<file path="config.mk">
export PLATFORM = sky130hd
export DESIGN_NAME = rv_core
export DESIGN_NICKNAME = d
export VERILOG_FILES = /design/src/common/rv_core_pkg.sv /design/src/hw/rv_decoder.sv /design/src/hw/reg_file.sv /design/src/hw/rv_alu.sv /design/src/hw/mem_access.sv /design/src/core/rv_control.sv /design/src/core/rv_core.sv
export SDC_FILE = /design/constraint.sdc
export NUM_CORES = 2
export LEC_CHECK = 0
export BUFFER_PORTS_ARGS = -buffer_cell sky130_fd_sc_hd__buf_2
export CAP_MARGIN = 20
export CORE_UTILIZATION = 60
export CTS_CLUSTER_SIZE = 25
export DETAILED_ROUTE_END_ITERATION = 10
export PLACE_DENSITY = 0.78
export SETUP_SLACK_MARGIN = 0.4
export SLEW_MARGIN = 10
export SYNTH_ARGS = -nofsm -noshare
export SYNTH_HDL_FRONTEND = slang
export SYNTH_HIERARCHICAL = 1
export SYNTH_SLANG_ARGS = --single-unit
</file>
<file path="constraint.sdc">
create_clock -name clk_cpu -period 7.5 [get_ports clk_cpu]
set_input_delay 1.5 -clock clk_cpu [delete_from_list [all_inputs] [get_ports clk_cpu]]
set_output_delay 1.5 -clock clk_cpu [all_outputs]
set_load 0.005 [all_outputs]
</file>
<file path="src/common/rv_core_pkg.sv">
package rv_core_pkg;

    // ====================
    // widths
    // ====================
    parameter int xlen = 32;

    typedef logic [xlen-1:0] xword_t;
    typedef logic [4:0]      reg_idx_t;

    // ====================
    // instruction word views
    // ====================
    // the same 32 bits, read by format
    typedef union packed {
        struct packed {
            logic [6:0] funct7;
            logic [4:0] rs2;
            logic [4:0] rs1;
            logic [2:0] funct3;
            logic [4:0] rd;
            logic [6:0] opcode;
        } r_fmt;
        struct packed {
            logic [11:0] imm;
            logic [4:0]  rs1;
            logic [2:0]  funct3;
            logic [4:0]  rd;
            logic [6:0]  opcode;
        } i_fmt;
        struct packed {
            logic [6:0] imm_hi;
            logic [4:0] rs2;
            logic [4:0] rs1;
            logic [2:0] funct3;
            logic [4:0] imm_lo;
            logic [6:0] opcode;
        } s_fmt;
        struct packed {
            logic [19:0] imm;
            logic [4:0]  rd;
            logic [6:0]  opcode;
        } u_fmt;
    } instr_u;

    // ====================
    // decoded kinds
    // ====================
    typedef enum logic [3:0] {
        grp_lui, grp_auipc, grp_jal, grp_jalr, grp_branch,
        grp_load, grp_store, grp_alu_imm, grp_alu_reg, grp_nop
    } op_group_e;

    typedef enum logic [3:0] {
        alu_add, alu_sub, alu_sll, alu_slt, alu_sltu,
        alu_xor, alu_srl, alu_sra, alu_or, alu_and
    } alu_op_e;

    // length code seen by the memory
    typedef enum logic [1:0] {
        read_32, write_8, write_16, write_32
    } bus_len_e;

    // access size, from funct3[1:0]
    typedef enum logic [1:0] {
        size_byte, size_half, size_word
    } mem_size_e;

endpackage

</file>
<file path="src/hw/rv_decoder.sv">
`timescale 1ns/100ps

module rv_decoder import rv_core_pkg::*; (
    input  instr_u     instr,
    output reg_idx_t   rs1_idx,
    output reg_idx_t   rs2_idx,
    output reg_idx_t   rd_idx,
    output op_group_e  group,
    output logic [2:0] funct3,
    output logic       funct7_5,
    output xword_t     imm
);

    // base opcodes
    localparam logic [6:0] opc_lui     = 7'b0110111;
    localparam logic [6:0] opc_auipc   = 7'b0010111;
    localparam logic [6:0] opc_jal     = 7'b1101111;
    localparam logic [6:0] opc_jalr    = 7'b1100111;
    localparam logic [6:0] opc_branch  = 7'b1100011;
    localparam logic [6:0] opc_load    = 7'b0000011;
    localparam logic [6:0] opc_store   = 7'b0100011;
    localparam logic [6:0] opc_alu_imm = 7'b0010011;
    localparam logic [6:0] opc_alu_reg = 7'b0110011;

    assign rs1_idx  = instr.r_fmt.rs1;
    assign rs2_idx  = instr.s_fmt.rs2;
    assign rd_idx   = instr.u_fmt.rd;
    assign funct3   = instr.i_fmt.funct3;
    assign funct7_5 = instr.r_fmt.funct7[5];

    always_comb begin
        case (instr.r_fmt.opcode)
            opc_lui:     group = grp_lui;
            opc_auipc:   group = grp_auipc;
            opc_jal:     group = grp_jal;
            opc_jalr:    group = grp_jalr;
            opc_branch:  group = grp_branch;
            opc_load:    group = grp_load;
            opc_store:   group = grp_store;
            opc_alu_imm: group = grp_alu_imm;
            opc_alu_reg: group = grp_alu_reg;
            // fence and anything unknown
            default:     group = grp_nop;
        endcase
    end

    // immediate by format, always sign extended from bit 31
    always_comb begin
        case (group)
            grp_alu_imm, grp_load, grp_jalr:
                imm = {{20{instr.i_fmt.imm[11]}}, instr.i_fmt.imm};
            grp_store:
                imm = {{20{instr.s_fmt.imm_hi[6]}}, instr.s_fmt.imm_hi, instr.s_fmt.imm_lo};
            grp_branch:
                imm = {{19{instr.s_fmt.imm_hi[6]}}, instr.s_fmt.imm_hi[6],
                       instr.s_fmt.imm_lo[0], instr.s_fmt.imm_hi[5:0],
                       instr.s_fmt.imm_lo[4:1], 1'b0};
            grp_lui, grp_auipc:
                imm = {instr.u_fmt.imm, 12'b0};
            grp_jal:
                imm = {{11{instr.u_fmt.imm[19]}}, instr.u_fmt.imm[19],
                       instr.u_fmt.imm[7:0], instr.u_fmt.imm[8],
                       instr.u_fmt.imm[18:9], 1'b0};
            default:
                imm = '0;
        endcase
    end

endmodule

</file>
<file path="src/hw/reg_file.sv">
`timescale 1ns/100ps

module reg_file import rv_core_pkg::*; (
    input  logic     clk_cpu,
    input  logic     rst_n,
    input  reg_idx_t rs1_idx,
    input  reg_idx_t rs2_idx,
    input  reg_idx_t rd_idx,
    input  logic     rd_wen,
    input  xword_t   rd_dat,
    output xword_t   rs1_dat,
    output xword_t   rs2_dat
);

    // x0 has no storage
    xword_t regs [1:31];

    always_ff @(posedge clk_cpu) begin
        if (!rst_n) begin
            for (int i = 1; i < 32; i++) begin
                regs[i] <= '0;
            end
        end else if (rd_wen && rd_idx != 5'd0) begin
            regs[rd_idx] <= rd_dat;
        end
    end

    assign rs1_dat = (rs1_idx == 5'd0) ? '0 : regs[rs1_idx];
    assign rs2_dat = (rs2_idx == 5'd0) ? '0 : regs[rs2_idx];

endmodule

</file>
<file path="src/hw/rv_alu.sv">
`timescale 1ns/100ps

module rv_alu import rv_core_pkg::*; (
    input  xword_t  a,
    input  xword_t  b,
    input  alu_op_e op,
    output xword_t  result
);

    logic [4:0] shamt;
    logic       lt_signed;
    logic       lt_unsigned;

    // only five bits of shift amount matter
    assign shamt       = b[4:0];
    assign lt_signed   = $signed(a) < $signed(b);
    assign lt_unsigned = a < b;

    always_comb begin
        case (op)
            alu_add:  result = a + b;
            alu_sub:  result = a - b;
            alu_sll:  result = a << shamt;
            alu_srl:  result = a >> shamt;
            alu_sra:  result = $signed(a) >>> shamt;
            // compares give 0 or 1
            alu_slt:  result = {{(xlen-1){1'b0}}, lt_signed};
            alu_sltu: result = {{(xlen-1){1'b0}}, lt_unsigned};
            alu_xor:  result = a ^ b;
            alu_or:   result = a | b;
            alu_and:  result = a & b;
            default:  result = '0;
        endcase
    end

endmodule

</file>
<file path="src/hw/mem_access.sv">
`timescale 1ns/100ps

module mem_access import rv_core_pkg::*; (
    input  logic      clk_cpu,
    input  logic      rst_n,
    input  logic      mem_start,
    input  xword_t    mem_addr,
    input  mem_size_e mem_size,
    input  logic      mem_write,
    input  logic      mem_signed,
    input  xword_t    mem_wdata,
    input  logic      bus_ready,
    input  xword_t    bus_rdata,
    output logic      mem_done,
    output xword_t    mem_rdata,
    output logic      bus_req,
    output xword_t    bus_addr,
    output xword_t    bus_wdata,
    output bus_len_e  bus_len
);

    logic      busy_q;
    mem_size_e size_q;
    logic      signed_q;
    logic [7:0]  lane_b;
    logic [15:0] lane_h;

    // ====================
    // request side
    // ====================
    always_ff @(posedge clk_cpu) begin
        if (!rst_n) begin
            bus_req <= 1'b0;
            busy_q  <= 1'b0;
        end else begin
            bus_req <= mem_start;
            if (mem_start) begin
                busy_q <= 1'b1;
            end else if (bus_ready) begin
                busy_q <= 1'b0;
            end
        end
    end

    always_ff @(posedge clk_cpu) begin
        if (mem_start) begin
            bus_addr <= mem_addr;
            size_q   <= mem_size;
            signed_q <= mem_signed;
            case (mem_size)
                size_byte: bus_wdata <= {4{mem_wdata[7:0]}};
                size_half: bus_wdata <= {2{mem_wdata[15:0]}};
                default:   bus_wdata <= mem_wdata;
            endcase
            if (!mem_write) begin
                bus_len <= read_32;
            end else begin
                case (mem_size)
                    size_byte: bus_len <= write_8;
                    size_half: bus_len <= write_16;
                    default:   bus_len <= write_32;
                endcase
            end
        end
    end

    // ====================
    // response side
    // ====================
    assign mem_done = busy_q & bus_ready;

    // pick lane by low address bits
    assign lane_b = bus_rdata[bus_addr[1:0]*8 +: 8];
    assign lane_h = bus_addr[1] ? bus_rdata[31:16] : bus_rdata[15:0];

    always_comb begin
        case (size_q)
            size_byte: mem_rdata = {{24{signed_q & lane_b[7]}}, lane_b};
            size_half: mem_rdata = {{16{signed_q & lane_h[15]}}, lane_h};
            default:   mem_rdata = bus_rdata;
        endcase
    end

endmodule

</file>
<file path="src/core/rv_control.sv">
`timescale 1ns/100ps

module rv_control import rv_core_pkg::*; #(
    parameter xword_t reset_pc = '0
) (
    input  logic       clk_cpu,
    input  logic       rst_n,
    input  op_group_e  group,
    input  logic [2:0] funct3,
    input  logic       funct7_5,
    input  xword_t     imm,
    input  xword_t     rs1_dat,
    input  xword_t     rs2_dat,
    input  xword_t     alu_result,
    input  logic       mem_done,
    input  xword_t     mem_rdata,
    output instr_u     instr_q,
    output xword_t     alu_a,
    output xword_t     alu_b,
    output alu_op_e    alu_op,
    output logic       rd_wen,
    output xword_t     rd_dat,
    output logic       mem_start,
    output xword_t     mem_addr,
    output mem_size_e  mem_size,
    output logic       mem_write,
    output logic       mem_signed,
    output xword_t     mem_wdata
);

    localparam logic [2:0] st_fetch      = 3'd0;
    localparam logic [2:0] st_fetch_wait = 3'd1;
    localparam logic [2:0] st_execute    = 3'd2;
    localparam logic [2:0] st_data_wait  = 3'd3;
    localparam logic [2:0] st_writeback  = 3'd4;

    logic [2:0] state;
    xword_t     pc;
    xword_t     pc_next_q;
    xword_t     next_pc;
    xword_t     wb_val;
    xword_t     op_b;
    logic       is_alu;
    logic       is_data;
    logic       writes_rd;
    logic       branch_taken;

    assign is_alu    = (group == grp_alu_imm) || (group == grp_alu_reg);
    assign is_data   = (group == grp_load) || (group == grp_store);
    assign writes_rd = !(group == grp_branch || group == grp_store || group == grp_nop);

    // ====================
    // operand and op select
    // ====================
    assign alu_a = rs1_dat;
    assign op_b  = (group == grp_alu_reg) ? rs2_dat : imm;
    assign alu_b = (is_alu && funct3[1:0] == 2'b01) ? {{(xlen-5){1'b0}}, op_b[4:0]} : op_b;

    always_comb begin
        alu_op = alu_add;
        if (is_alu) begin
            case (funct3)
                3'b000: alu_op = (group == grp_alu_reg && funct7_5) ? alu_sub : alu_add;
                3'b001: alu_op = alu_sll;
                3'b010: alu_op = alu_slt;
                3'b011: alu_op = alu_sltu;
                3'b100: alu_op = alu_xor;
                3'b101: alu_op = funct7_5 ? alu_sra : alu_srl;
                3'b110: alu_op = alu_or;
                default: alu_op = alu_and;
            endcase
        end
    end

    always_comb begin
        case (funct3)
            3'b000:  branch_taken = (rs1_dat == rs2_dat);
            3'b001:  branch_taken = (rs1_dat != rs2_dat);
            3'b100:  branch_taken = ($signed(rs1_dat) < $signed(rs2_dat));
            3'b101:  branch_taken = ($signed(rs1_dat) >= $signed(rs2_dat));
            3'b110:  branch_taken = (rs1_dat < rs2_dat);
            3'b111:  branch_taken = (rs1_dat >= rs2_dat);
            default: branch_taken = 1'b0;
        endcase
    end

    // next pc and write-back value
    always_comb begin
        next_pc = pc + 32'd4;
        wb_val  = alu_result;
        case (group)
            grp_lui:    wb_val = imm;
            grp_auipc:  wb_val = pc + imm;
            grp_jal: begin
                wb_val  = pc + 32'd4;
                next_pc = pc + imm;
            end
            grp_jalr: begin
                wb_val  = pc + 32'd4;
                next_pc = (rs1_dat + imm) & ~32'd1;
            end
            grp_branch: begin
                if (branch_taken) begin
                    next_pc = pc + imm;
                end
            end
            default: ;
        endcase
    end

    // fetch in st_fetch, data access out of execute
    always_comb begin
        mem_start  = (state == st_fetch);
        mem_addr   = pc;
        mem_size   = size_word;
        mem_write  = 1'b0;
        mem_signed = 1'b0;
        mem_wdata  = rs2_dat;
        if (state == st_execute && is_data) begin
            mem_start  = 1'b1;
            mem_addr   = alu_result;
            mem_write  = (group == grp_store);
            mem_signed = !funct3[2];
            case (funct3[1:0])
                2'b00:   mem_size = size_byte;
                2'b01:   mem_size = size_half;
                default: mem_size = size_word;
            endcase
        end
    end

    assign rd_wen = (state == st_writeback) && writes_rd;

    // ====================
    // state machine
    // ====================
    always_ff @(posedge clk_cpu) begin
        if (!rst_n) begin
            state <= st_fetch;
            pc    <= reset_pc;
        end else begin
            case (state)
                st_fetch:      state <= st_fetch_wait;
                st_fetch_wait: if (mem_done) state <= st_execute;
                st_execute:    state <= is_data ? st_data_wait : st_writeback;
                st_data_wait:  if (mem_done) state <= st_writeback;
                st_writeback: begin
                    pc    <= pc_next_q;
                    state <= st_fetch;
                end
                default:       state <= st_fetch;
            endcase
        end
    end

    always_ff @(posedge clk_cpu) begin
        if (state == st_fetch_wait && mem_done) begin
            instr_q <= mem_rdata;
        end
        if (state == st_execute) begin
            pc_next_q <= next_pc;
            rd_dat    <= wb_val;
        end
        // load data replaces the alu address
        if (state == st_data_wait && mem_done) begin
            rd_dat <= mem_rdata;
        end
    end

endmodule

</file>
<file path="src/core/rv_core.sv">
`timescale 1ns/100ps

module rv_core import rv_core_pkg::*; #(
    parameter xword_t reset_pc = '0
) (
    input  logic     clk_cpu,
    input  logic     rst_n,
    input  logic     bus_ready,
    input  xword_t   bus_rdata,
    output logic     bus_req,
    output xword_t   bus_addr,
    output xword_t   bus_wdata,
    output bus_len_e bus_len
);

    instr_u     instr_q;
    reg_idx_t   rs1_idx;
    reg_idx_t   rs2_idx;
    reg_idx_t   rd_idx;
    op_group_e  group;
    logic [2:0] funct3;
    logic       funct7_5;
    xword_t     imm;
    xword_t     rs1_dat;
    xword_t     rs2_dat;
    xword_t     rd_dat;
    logic       rd_wen;
    xword_t     alu_a;
    xword_t     alu_b;
    alu_op_e    alu_op;
    xword_t     alu_result;
    logic       mem_start;
    xword_t     mem_addr;
    mem_size_e  mem_size;
    logic       mem_write;
    logic       mem_signed;
    xword_t     mem_wdata;
    logic       mem_done;
    xword_t     mem_rdata;

    rv_control #(.reset_pc(reset_pc)) i_rv_control (
        .clk_cpu, .rst_n, .group, .funct3, .funct7_5, .imm, .rs1_dat, .rs2_dat,
        .alu_result, .mem_done, .mem_rdata, .instr_q, .alu_a, .alu_b, .alu_op,
        .rd_wen, .rd_dat, .mem_start, .mem_addr, .mem_size, .mem_write,
        .mem_signed, .mem_wdata
    );

    rv_decoder i_rv_decoder (
        .instr(instr_q), .rs1_idx, .rs2_idx, .rd_idx, .group, .funct3, .funct7_5, .imm
    );

    reg_file i_reg_file (
        .clk_cpu, .rst_n, .rs1_idx, .rs2_idx, .rd_idx, .rd_wen, .rd_dat, .rs1_dat, .rs2_dat
    );

    rv_alu i_rv_alu (.a(alu_a), .b(alu_b), .op(alu_op), .result(alu_result));

    mem_access i_mem_access (
        .clk_cpu, .rst_n, .mem_start, .mem_addr, .mem_size, .mem_write, .mem_signed,
        .mem_wdata, .bus_ready, .bus_rdata, .mem_done, .mem_rdata, .bus_req,
        .bus_addr, .bus_wdata, .bus_len
    );

endmodule

</file>
Yosys cells after proc, flatten, opt, wreduce, memory -nomap -nowiden
Memory sizes are Yosys's and may differ from the RTL's. A register that Yosys moved wholly into a read port is not among the register bits.
Index checks and enable logic that the tools add are counted.
W data, S select, Z words.

storage, ports and cells
  register bits = 202
  RAM bits = 992
  bits of input ports = 35
  output and inout bits = 67
  word-level logic and storage cells = 150
  memories = 1

cells by class
  add/subtract/negate cells = 5
  $lt $le $gt $ge = 6
  equal/unequal tests = 45
  shift-type cells = 4
  muxes and demuxes = 41
  bitwise logic cells = 6
  reduce and logical (&&, ||, !) cells = 30

memories
  memory           words  width  read ports  clocked after Yosys merged registers in  wr ports  line            RTL
  i_reg_file.regs  31     32     2           2                                        31        reg_file.sv:16  xword_t regs [1:31];

operators by type and width
  operator                 count
  $pmux W32 S10            1
  $mux W32                 9
  $pmux W32 S3             2
  $pmux W32 S5             1
  $lt A32 B32 Y1           4
  $pmux W32 S2             2
  $add A32 B32 Y32         3
  $ge A32 B32 Y1           2
  $pmux W4 S9              1
  $add A32 B3 Y32 const B  1
  $and A32 B32 Y32         1
  $eq A32 B32 Y1           1
  $eq A4 B3 Y1 const B     8
  $ne A32 B32 Y1           1
  $or A32 B32 Y32          1
  $reduce_or A32 Y1        1
  $shiftx A32 B6 Y8        1
  $shl A32 B5 Y32          1
  $shr A32 B5 Y32          1
  $sshr A32 B5 Y32         1
  $sub A32 B32 Y32         1
  $xor A32 B32 Y32         1
  $pmux W4 S7              1
  $eq A7 B6 Y1 const B     3
  other kinds (33)         88

Logic depth before layout (Yosys ltp)
  depth after elaboration = 13
  depth in mapped cells = 30
  depth with buffers taken out = 22

Hierarchy
Netlist, hierarchy kept.

by module, submodules not included
  module      times used  cells an instance  area an instance (sq um)  seq. area each (sq um)
  reg_file    1           3505               54214.5                   30749.5
  rv_control  1           1436               11885.1                   3583.4
  rv_alu      1           1266               8774.7                    0.0
  mem_access  1           228                3253.1                    2112.0
  rv_decoder  1           129                865.8                     0.0

Worst setup path after synthesis
OpenSTA, ideal clock, no wires.

  kind = reg-to-reg
  from = register i_rv_control/instr_q[20] (netlist name)
  to = register i_rv_control.rd_dat[28], data pin
  setup time = 0.256 ns
  arrival time = 5.912 ns
  required time = 7.244 ns
  path slack = 1.332 ns
  stages on the path, launching flop included = 28
  path buffers = 9
  clock period less this slack = 6.168 ns
  cell sequence = edfxtp_1 buf_4 clkbuf_1 buf_6 buf_6 buf_6 mux4_2 a2111oi_0 nor3_1 inv_1 o21ai_0 inv_2 buf_2 buf_1 clkbuf_1 ha_1 clkbuf_1 a211oi_1 o21ai_1 nand3_1 a2111oi_1 o21ai_0 nor3b_1 a211oi_1 o22ai_1 o21ai_0 o21ai_0 a31o_2

between the ends
  longest elaborated chain between the ends = 9
  elaborated cells between the ends (all ways) = 18
  those cells by class = add/sub: 3; shift: 3; mux: 8; bitwise: 3; reduce/logical: 1

ends and longest elaborated chain
  item                                      line               RTL
  start: declaration                        rv_control.sv:17   output instr_u instr_q,
  start signal: assignment                  rv_control.sv:158  instr_q <= mem_rdata;
  $logic_not A5 Y1 (*)                      reg_file.sv:29     assign rs2_dat = (rs2_idx == 5'd0) ? '0 : regs[rs2_idx];
  $mux W32 (*)                              reg_file.sv:29
  net rs2_dat[2]                            rv_core.sv:25      xword_t rs2_dat;
  $mux W32 (*)                              rv_control.sv:56   assign op_b = (group == grp_alu_reg) ? rs2_dat : imm;
  $mux W32 (*)                              rv_control.sv:57   assign alu_b = (is_alu && funct3[1:0] == 2'b01) ? {{(xlen-5){1'b0}}, op_b[4:0]} : op_b;
  net alu_b[2]                              rv_core.sv:29      xword_t alu_b;
  $sub A32 B32 Y32 (tied with other cells)  rv_alu.sv:22       alu_sub: result = a - b;
  $pmux W32 S10 (*)                         rv_alu.sv:20       case (op)
  net alu_result[28]                        rv_core.sv:31      xword_t alu_result;
  $pmux W32 S3 (*)                          rv_control.sv:91   case (group)
  $mux W32 (*)                              rv_control.sv:160  if (state == st_execute) begin
  $mux W32 (*)                              rv_control.sv:165  if (state == st_data_wait && mem_done) begin
  end signal: assignment                    rv_control.sv:162  rd_dat <= wb_val;
  end signal: assignment                    rv_control.sv:166  rd_dat <= mem_rdata;
  end: declaration                          rv_control.sv:22   output xword_t rd_dat,

The timed path passes the listed nets; every way through them passes the cells marked *. The select of a mux whose other input is x is not followed.
A chain may end at the register's enable or synchronous reset.

Final worst setup path
  from = register i_rv_control/instr_q[22] (netlist name)
  to = register i_rv_control.rd_dat[31], data pin

between the ends
  longest elaborated chain between the ends = 9
  elaborated cells between the ends (all ways) = 18
  those cells by class = add/sub: 3; shift: 3; mux: 8; bitwise: 3; reduce/logical: 1

ends and longest elaborated chain
  item                                                  line
  $logic_not A5 Y1 (*)                                  reg_file.sv:29
  $mux W32 (*)                                          reg_file.sv:29
  net rs2_dat[25]                                       rv_core.sv:25
  $mux W32 (*)                                          rv_control.sv:56
  $mux W32 (*)                                          rv_control.sv:57
  net alu_b[25]                                         rv_core.sv:29
  $sub A32 B32 Y32 or $add A32 B32 Y32 (tied branches)  rv_alu.sv:22, rv_alu.sv:21
  $pmux W32 S10 (*)                                     rv_alu.sv:20
  net alu_result[31]                                    rv_core.sv:31
  $pmux W32 S3 (*)                                      rv_control.sv:91
  $mux W32 (*)                                          rv_control.sv:160
  $mux W32 (*)                                          rv_control.sv:165

Marked as above.

==> impl_metrics.ini <==
[sta]
drv_slew = 0
fin_crit_sh_pct = 96.3
setup_violations = 0
fmax_ghz = 0.138
rsz0062_at_grt = no
max_slew_margin_pct = 3.77
fin_skew_ns = 0.0205
hold_ws_ns = 0.509
worstMarginPinSlew_ns = 1.43
hold_viol = 0
fin_setup_tns_ns = 0
period_needed_ns = 7.22

[synth]
synth_cell_types = 110
ys_seq_elements = 1226
yosysWarnings = 6
netlist_area_um2 = 79000
synth-main-ff-cell = edfxtp_1
synth_top_area_share_pct = 45.2
async_reset_ff_share_pct = 0
syn_avg_cell_area_um2 = 12.0
synth_edf_count = 1189
ys_seq_area_share_pct = 46.1
synth_area_leaders = edfxtp_1 45%, mux4_2 15%, and2_1 8.0%
synthTopCellsByCount = 1,189 x edfxtp_1, 1,016 x and2_1, 515 x mux4_2
yosysMostFrequentCell = edfxtp_1
syn_inst = 6564
synth_top_cell_by_area = edfxtp_1

[pwr]
switching_share_pct = 25.9
combPwrFrac_pct = 12.1
clockPowerShare_pct = 40.3
intPower_w = 0.0123
pwr-share-seq_pct = 47.6
p_leak_nw = 32.7
power_density_nw_per_um2 = 190
ir_worst_vdd_v = 0.000279
power_switching_w = 0.00432

[place]
dp.cells = 8218
io_buffers = 101
gp_congestion = 1.07
hpwl_um = 215000

[final_layout]
fin_cells = 8481
finalCoreUtilization_pct = 67.6
layout-drive-gt1-share_pct = 22.6
area_growth_pct = 11.2
fin_nets = 6853
fillCellCount = 9346

[grt]
track_usage_pct = 46.7
grt_max_degree = 78
antenna_found_initial = 30
grtUsageMet1_pct = 60.2
grtUsageMet3_pct = 16.4
grt_pass1_vias = 60000
grt_overflow_total = 0
grt_pass1_wl_um = 438000
met2_usage_pct = 66.5
globalRoute.busiestLayer = met2

[floorplan]
num_rows = 132
die_h_um = 365
coreArea_um2 = 130000
die_w_um = 365
start_util_pct = 60.8
io_pins = 102
die_area_um2 = 133000

[clocking]
clkSlewWorstSetupHoldPaths_ns = 0.06
htreeDepth = 4
clk_latency_ns = 0.79
ctsRootBufferMaster = clkbuf_16
cts_tree = yes
cts_made_buffers = 134
clockBufferDepth = 3
cts_setup_buffers = 0
cts_num_sinks = 1226

[drt]
drcViolationCount = 0
drt_iter0_markers = 11000
wire_per_inst_um = 36.9
antenna_left = 0
vias = 63000
vias_per_cell = 7.43
drt_wl_total_um = 313000
firstDrtPassIters = 7

[worst_setup_path]
path_buf_inv = 4
cp_top_family = compound AO/OA/AOI/OAI gates
crit_fanout = 16
reg2reg_slack_ns = 0.28
critPathLaunchType = register
crit_arrival_ns = 7.83
path_common_cell = buf_4
max_stage_delay_ns = 1.15
cp-end-kind = register
cp.required_ns = 8.11
cp_cell_sequence = buf_4 -> nor2_2 -> buf_4 -> a2111oi_1 -> nor3_1 -> nand2_1 -> a21oi_1 -> inv_1 -> ha_1 -> buf_4 -> nor2_1 -> a221oi_1 -> o21ai_0 -> a221o_1 -> a311oi_1 -> a21boi_0 -> a2bb2oi_1 -> a21oi_1 -> o31ai_1
path_class = register to register
cpMaxStageDelayCell = nor3_1

[min_path]
min_path_type = register to register

[job]
maxCapViolCount = 0

[run_status]
status = finished clean
## power by group through the flow
stage	combinational [W]	sequential [W]	clock, W
global route	0.00205	0.00795	0.00696
floorplan	0.00112	0.00800	0
finish	0.00201	0.00793	0.00672
CTS	0.00190	0.00792	0.00672
global placement	0.00187	0.00805	0
detailed placement	0.00189	0.00807	0
## cell usage in the layout (no fill, tap or decap), types with 26 or more instances in the layout
cell	n
o22ai_1	122
and3_1	33
edfxtp_1	1189
xnor2_1	51
mux4_2	515
nand2b_1	36
o21ai_1	48
a22oi_1	44
conb_1	32
mux2_2	90
xor2_1	41
nor2_1	217
buf_4	403
a2111oi_1	39
a211oi_1	77
a21boi_0	37
ha_1	191
nor2b_1	62
o221ai_1	31
o21ai_0	184
o21ai_4	34
a21o_1	44
a221o_1	28
buf_12	33
buf_2	100
clkbuf_16	137
and2_1	1014
o31ai_1	26
nor3_1	81
nand2_1	359
dfxtp_1	37
a22o_1	72
clkbuf_1	32
a21oi_1	249
inv_1	163
mux2i_1	236
nand3_1	68
o211ai_1	44
## through the flow
step	setup slack, ns	total power, W	area [um^2]
global placement	0.605	0.00991	83000
floorplan	1.33	0.00913	79100
detailed placement	0.814	0.00995	83200
CTS	0.753	0.0165	87600
finish	0.277	0.0167	87900
global route	0.430	0.0170	87800
## area by class of cell
cell class	instances	area (um^2)	area share (%)
Clock inverter	70	816	0.928
Clock buffer	169	3550	4.04
Sequential cell	1226	36400	41.5
Antenna cell	13	32.5	0.0370
Multi-Input combinational cell	4537	39600	45.1
Inverter	168	631	0.718
Tap cell	1742	2180	2.48
Timing Repair Buffer	556	4570	5.20
## worst register-to-register path, delay by kind of cell (launching register included)
family,cells,cell delay [ns]
compound gates,10,3.05
buf+inv,4,1.08
simple gates,4,1.92
flops,1,0.55
fa+ha+maj,1,0.45
## kinds of logic after synthesis
family	after synthesis	synth area share (%)
flops	1226	46.1
compound gates	1286	11.1
simple gates	2073	14.4
mux	859	19.2
buf+inv	832	4.95
xor+xnor	92	1.02
other cells	1	0.00475
fa+ha+maj	195	3.13
## flip-flops by register name (all words and copies together) (netlist names)
name                    flops
i_rv_control/rd_dat        32
i_reg_file/regs          1024
i_mem_access/bus_addr      32
i_mem_access/bus_wdata     32
i_rv_control/pc_next_q     32
i_mem_access/bus_req        1
i_rv_control/instr_q       32
i_mem_access/busy_q         1
i_mem_access/signed_q       1
i_mem_access/bus_len        2
i_rv_control/pc            32
i_mem_access/size_q         2
i_rv_control/state          3
## worst paths after layout
path,cells past startpoint,endpoint,start
hold reg to reg,2,i_rv_control/pc[0]$_SDFFE_PN0P_,i_rv_control/pc[0]$_SDFFE_PN0P_
hold / removal,2,i_rv_control/pc[0]$_SDFFE_PN0P_,i_rv_control/pc[0]$_SDFFE_PN0P_
setup reg to reg,19,i_rv_control/rd_dat[31]$_DFFE_PP_,i_rv_control/instr_q[22]$_DFFE_PP_
setup / recovery,19,i_rv_control/rd_dat[31]$_DFFE_PP_,i_rv_control/instr_q[22]$_DFFE_PP_
## routing by layer
metal / vias up / wire (um)
met5: - / 135
met4: 20 / 26100
met3: 1326 / 50900
met2: 5883 / 130000
met1: 30800 / 105000
li1: 25000 / -
## timing repair
| item | 4_1_cts | 5_1_grt |
|---|---|---|
| endpoints found under the setup margin | 0 | 6 |
| gates resized for setup | 0 | 3 |
| hold buffers | 0 | 0 |
(Power assumes the default switching activity.)
